==> src/logic/cpuPkg.sv <==
// Widths, ALU opcodes and instruction field positions shared by every datapath block
package cpuPkg;

   // Data and bus width
   localparam int wordWidth = 32;

   // Register file size and index width
   localparam int regCount = 16;
   localparam int regIdxWidth = 4;

   // RAM depth, address width and read latency in cycles
   localparam int memDepth = 512;
   localparam int memAddrWidth = $clog2(memDepth);
   localparam int memLatency = 2;

   // Register fields in the instruction word
   localparam int raMsb = 26;
   localparam int raLsb = 23;
   localparam int rbMsb = 22;
   localparam int rbLsb = 19;
   localparam int rcMsb = 18;
   localparam int rcLsb = 15;

   // Sign-extended constant sits in the low bits
   localparam int immMsb = 18;

   // ALU operation select, six bits as on the control bus
   typedef enum logic [5:0] {
      opAdd,
      opSub,
      opAnd,
      opOr,
      opShl,
      opShr,
      opNeg,
      opNot,
      opMul
   } aluOp;

endpackage

==> src/logic/datapathIfs.sv <==
// Register-select and memory-port bundles between the datapath top level and its blocks
`timescale 1ns/1ps

interface regSelIf;
   import cpuPkg::*;

   // Field select and transfer strobes
   logic gra, grb, grc;
   logic rin, rout, baOut;
   logic [wordWidth-1:0] ir;
   logic [wordWidth-1:0] busIn;
   // Selected register, or zero when nothing reads
   logic [wordWidth-1:0] rfData;

   modport master (output gra, grb, grc, rin, rout, baOut, ir, busIn, input rfData);
   modport slave (input gra, grb, grc, rin, rout, baOut, ir, busIn, output rfData);
endinterface


==> src/logic/registerFile.sv <==
// Sixteen general registers addressed through the Ra, Rb or Rc field of the instruction
`timescale 1ns/1ps

module registerFile (
   input logic     Clock,
   input logic     rst,
   regSelIf.slave  regs
);
   import cpuPkg::*;

   logic [wordWidth-1:0]   regArray [regCount];
   logic [regIdxWidth-1:0] selIdx;

   // Ra wins over Rb, Rb over Rc
   always_comb begin
      if (regs.gra) begin
         selIdx = regs.ir[raMsb:raLsb];
      end else if (regs.grb) begin
         selIdx = regs.ir[rbMsb:rbLsb];
      end else if (regs.grc) begin
         selIdx = regs.ir[rcMsb:rcLsb];
      end else begin
         selIdx = '0;
      end
   end

   always_ff @(posedge Clock) begin
      if (rst) begin
         for (int i = 0; i < regCount; i++) begin
            regArray[i] <= '0;
         end
      end else if (regs.rin) begin
         regArray[selIdx] <= regs.busIn;
      end
   end

   // Base addressing treats R0 as a constant zero
   always_comb begin
      if (regs.baOut && selIdx == '0) begin
         regs.rfData = '0;
      end else if (regs.rout || regs.baOut) begin
         regs.rfData = regArray[selIdx];
      end else begin
         regs.rfData = '0;
      end
   end

endmodule

==> src/flat_wrapper.sv <==
// flat-port wrapper written by rule: the top's interface ports become plain ports
module registerFile_flat import cpuPkg::*;
  (Clock, rst, regs_gra, regs_grb, regs_grc, regs_rin, regs_rout, regs_baOut, regs_ir, regs_busIn, regs_rfData);
  regSelIf regs_i ();
  input logic Clock;
  input logic rst;
  input wire logic [$bits(regs_i.gra)-1:0] regs_gra;
  input wire logic [$bits(regs_i.grb)-1:0] regs_grb;
  input wire logic [$bits(regs_i.grc)-1:0] regs_grc;
  input wire logic [$bits(regs_i.rin)-1:0] regs_rin;
  input wire logic [$bits(regs_i.rout)-1:0] regs_rout;
  input wire logic [$bits(regs_i.baOut)-1:0] regs_baOut;
  input wire logic [$bits(regs_i.ir)-1:0] regs_ir;
  input wire logic [$bits(regs_i.busIn)-1:0] regs_busIn;
  output wire logic [$bits(regs_i.rfData)-1:0] regs_rfData;
  assign regs_i.gra = regs_gra;
  assign regs_i.grb = regs_grb;
  assign regs_i.grc = regs_grc;
  assign regs_i.rin = regs_rin;
  assign regs_i.rout = regs_rout;
  assign regs_i.baOut = regs_baOut;
  assign regs_i.ir = regs_ir;
  assign regs_i.busIn = regs_busIn;
  assign regs_rfData = regs_i.rfData;
  registerFile u_core (.Clock(Clock), .rst(rst), .regs(regs_i));
endmodule
==> config.mk <==
export PLATFORM = sky130hd
export DESIGN_NAME = registerFile_flat
export DESIGN_NICKNAME = d
export VERILOG_FILES = /design/src/logic/cpuPkg.sv /design/src/logic/datapathIfs.sv /design/src/logic/registerFile.sv /design/src/flat_wrapper.sv
export SDC_FILE = /design/constraint.sdc
export NUM_CORES = 1
export LEC_CHECK = 0
export BUFFER_PORTS_ARGS = -buffer_cell sky130_fd_sc_hd__buf_2
export CAP_MARGIN = 20
export CELL_PAD_IN_SITES_DETAIL_PLACEMENT = 0
export CELL_PAD_IN_SITES_GLOBAL_PLACEMENT = 1
export CORE_ASPECT_RATIO = 0.8
export CORE_UTILIZATION = 35
export DETAILED_ROUTE_END_ITERATION = 7
export PLACE_DENSITY = 0.62
export SYNTH_ARGS = -nofsm -noshare
export SYNTH_HDL_FRONTEND = slang
export SYNTH_SLANG_ARGS = --single-unit
export TNS_END_PERCENT = 50
==> constraint.sdc <==
create_clock -name Clock -period 2.1 [get_ports Clock]
set_input_delay 0.21 -clock Clock [delete_from_list [all_inputs] [get_ports Clock]]
set_output_delay 0.21 -clock Clock [all_outputs]
set_load 0.05 [all_outputs]
==> run summary <==
Reg clk slew, reported paths -> 0.06 ns
chip height -> 236 um
status -> finished, violations left
Vias -> 17100
Top Registers -> u_core.regArray: 512 flops
worst slew pin tran -> 0.756 ns
syn_nets -> 2136
die area -> 69600 um^2
Initial DRC Count -> 1941
Main synth FF type -> edfxtp_1
Setup WS post-layout -> -0.484 ns
Synth top area share -> 64.0%
overall global routing resource usage -> 24.3%
Final #Nets -> 2344
largest area contributor in the netlist -> edfxtp_1
PwrDens -> 871 nW/um^2
number of global-route vias before repair -> 16300
Port Buffers -> 83
CTS hold repair buffers -> 0
largest net degree at the start of global routing -> 43
final core utilization -> 46.5%
max layer used -> met5
setup violators final -> 32
DRT antenna net count -> 0
Mapped Area -> 24000 um^2
MaxCap Viol Count -> 0
commonest non-fill, non-tap cell in the layout -> and2_1
routability cong. -> 0.807
Post-DP HPWL -> 50200 um
Pins Over Slew Limit -> 0
CP Launch Type -> input port
antenna violations before repair -> 8
Initial Util -> 35.5%
Leak -> 12.0 nW
drt pass-1 iters -> 5
area grow syn2layout -> 30.9%
Worst Path Required -> 1.89 ns
fmax -> 387 MHz
Die X -> 295 um
drt wl/cell -> 26.6 um
period utilization -> 123%
CTS tree -> done
Overall Power -> 27.4 mW
Longest Clk Path Bufs -> 3
GRT Residual Overflow -> 0
filler cell count -> 6036
worst-path cell chain -> buf_12 -> buf_8 -> buf_6 -> a22o_4 -> buf_6 -> a41o_4 -> buf_12 -> a221o_1 -> nor4_4 -> buf_12
Post-synth EDFFs -> 512
RSZ-0062 raised after global routing -> true
CTS Buf Count -> 54
commonest non-fill, non-tap cells in the layout -> 513 x and2_1, 512 x edfxtp_1, 382 x nand2_1, 181 x nand3_1, 107 x buf_4
FP Rows -> 85
warning count from the yosys run -> 0
critical path class -> input port to output pin
failing checks -> setup timing
Vias/cell -> 5.29
max FFs per register -> 512
peak supply drop -> 603 uV
hold_sp -> regs_busIn[30]
Final Instance Count excl. Fillers -> 3236
arrival time at the worst endpoint -> 2.37 ns
Synth area leaders -> edfxtp_1 64%, and2_1 13%, nand2_1 6.0%
clk sinks -> 512
Setup WS pre-CTS -> -0.619 ns
post-synthesis cell count -> 2064
placed insts -> 3069
Slew Limit Headroom -> 49.5%
crit end category -> output pin
M1 WL -> 40000 um
slowest cell on the critical path -> nor4_4
share of cells above drive strength 1 -> 23.0%
met3 WL -> 6950 um
final hold vios -> 0
met2 WL -> 37600 um
Async SR Flop Fraction -> 0%
Post-Route WL -> 86200 um
crit-path max FO -> 6
post-synthesis sequential area ratio -> 64.0%
DRC errors left -> 0
Top reg by flops -> u_core.regArray
syn_area_per_cell -> 11.6 um^2
worst min path class -> input port to flop
Clk Tree Root Cell -> clkbuf_16
core area -> 67500 um^2
cell repeated most along the worst path -> buf_12
H-Tree Depth -> 2
register bit count reported by yosys -> 512
crit path launch -> regs_gra
first-pass GRT wire length -> 120000 um
CP max stage delay -> 0.38 ns
Boundary Pins -> 104
post-synth cell types -> 32
fin crit period -> 2.58 ns
[cells in the mapped netlist, types with 3 or more instances]
library cell    n
clkbuf_1       95
a221o_1        31
and2_1        513
nand2_1       384
edfxtp_1      512
or2_2          17
buf_6           6
a21oi_1       105
nor2b_1         3
nor2_2          4
a21oi_2         3
nand3_1       189
buf_2          60
buf_4           5
nor2_1         16
mux2i_1        63
buf_1          10
nand2b_1        3
nor4_2         29
[stage by stage]
stage	hold WS (ns)	instance area, um^2	setup TNS [ns]
2_1_floorplan	0.408	24500	-3.65
3_3_place_gp	0.678	27900	-290.18
3_5_place_dp	0.693	27900	-331.86
4_1_cts	0.0596	30800	-11.77
5_1_grt	0.0902	31400	-13.77
6_report	0.0900	31400	-12.18
[layout make-up]
type,count,area [um^2],share of cell area [%]
diodes,6,15.0,0.0478
clock buffers,60,1400,4.44
clock inverters,41,485,1.55
inverters,1,3.75,0.0119
multi-input cells,1376,8520,27.1
flip-flops and latches,512,15400,48.9
well taps,913,1140,3.64
repair buffers,327,4480,14.2
[layer usage]
metal	track usage [%]	vias up
li1	-	7609
met1	37.1	8694
met2	35.9	717
met3	3.68	108
met4	5.62	2
met5	0	-
[timing repair]
| action | in CTS | in global routing |
|---|---|---|
| hold endpoints to repair | 0 | 0 |
| buffers inserted | 25 | 13 |
| endpoints found under the setup margin | 32 | 32 |
| resized for setup | 84 | 45 |
| pin swaps | 17 | 8 |
| gates cloned | 17 | 9 |
[cells by family (layout without fill, tap and decap cells)]
kind of cell           count (synthesis)  after routing  synth area share [%]
AO/OA/AOI/OAI                        148            148                  3.97
buffers and inverters                177            429                  3.35
flip-flops                           512            512                  64.0
multiplexers                          63             63                  2.63
other                                  0              6                     0
AND/OR/NAND/NOR                     1164           1165                  26.0
[path summary, 6_finish.rpt]
check	depth (start not counted)	end
setup / recovery	10	regs_rfData[14]
hold / removal	2	u_core.regArray[11][30]$_SDFFCE_PN0P_
[worst max-delay path, delay by kind of cell]
kind / cells / cell delay, ns
buf+inv: 6 / 0.84
simple gates: 1 / 0.38
compound gates: 3 / 0.93
[power by group]
| part | switching, mW | internal, mW |
|---|---|---|
| Combinational | 2.90 | 2.09 |
| Sequential | 0.165 | 11.9 |
| Clock | 4.24 | 6.13 |
(Power assumes the default switching activity.)
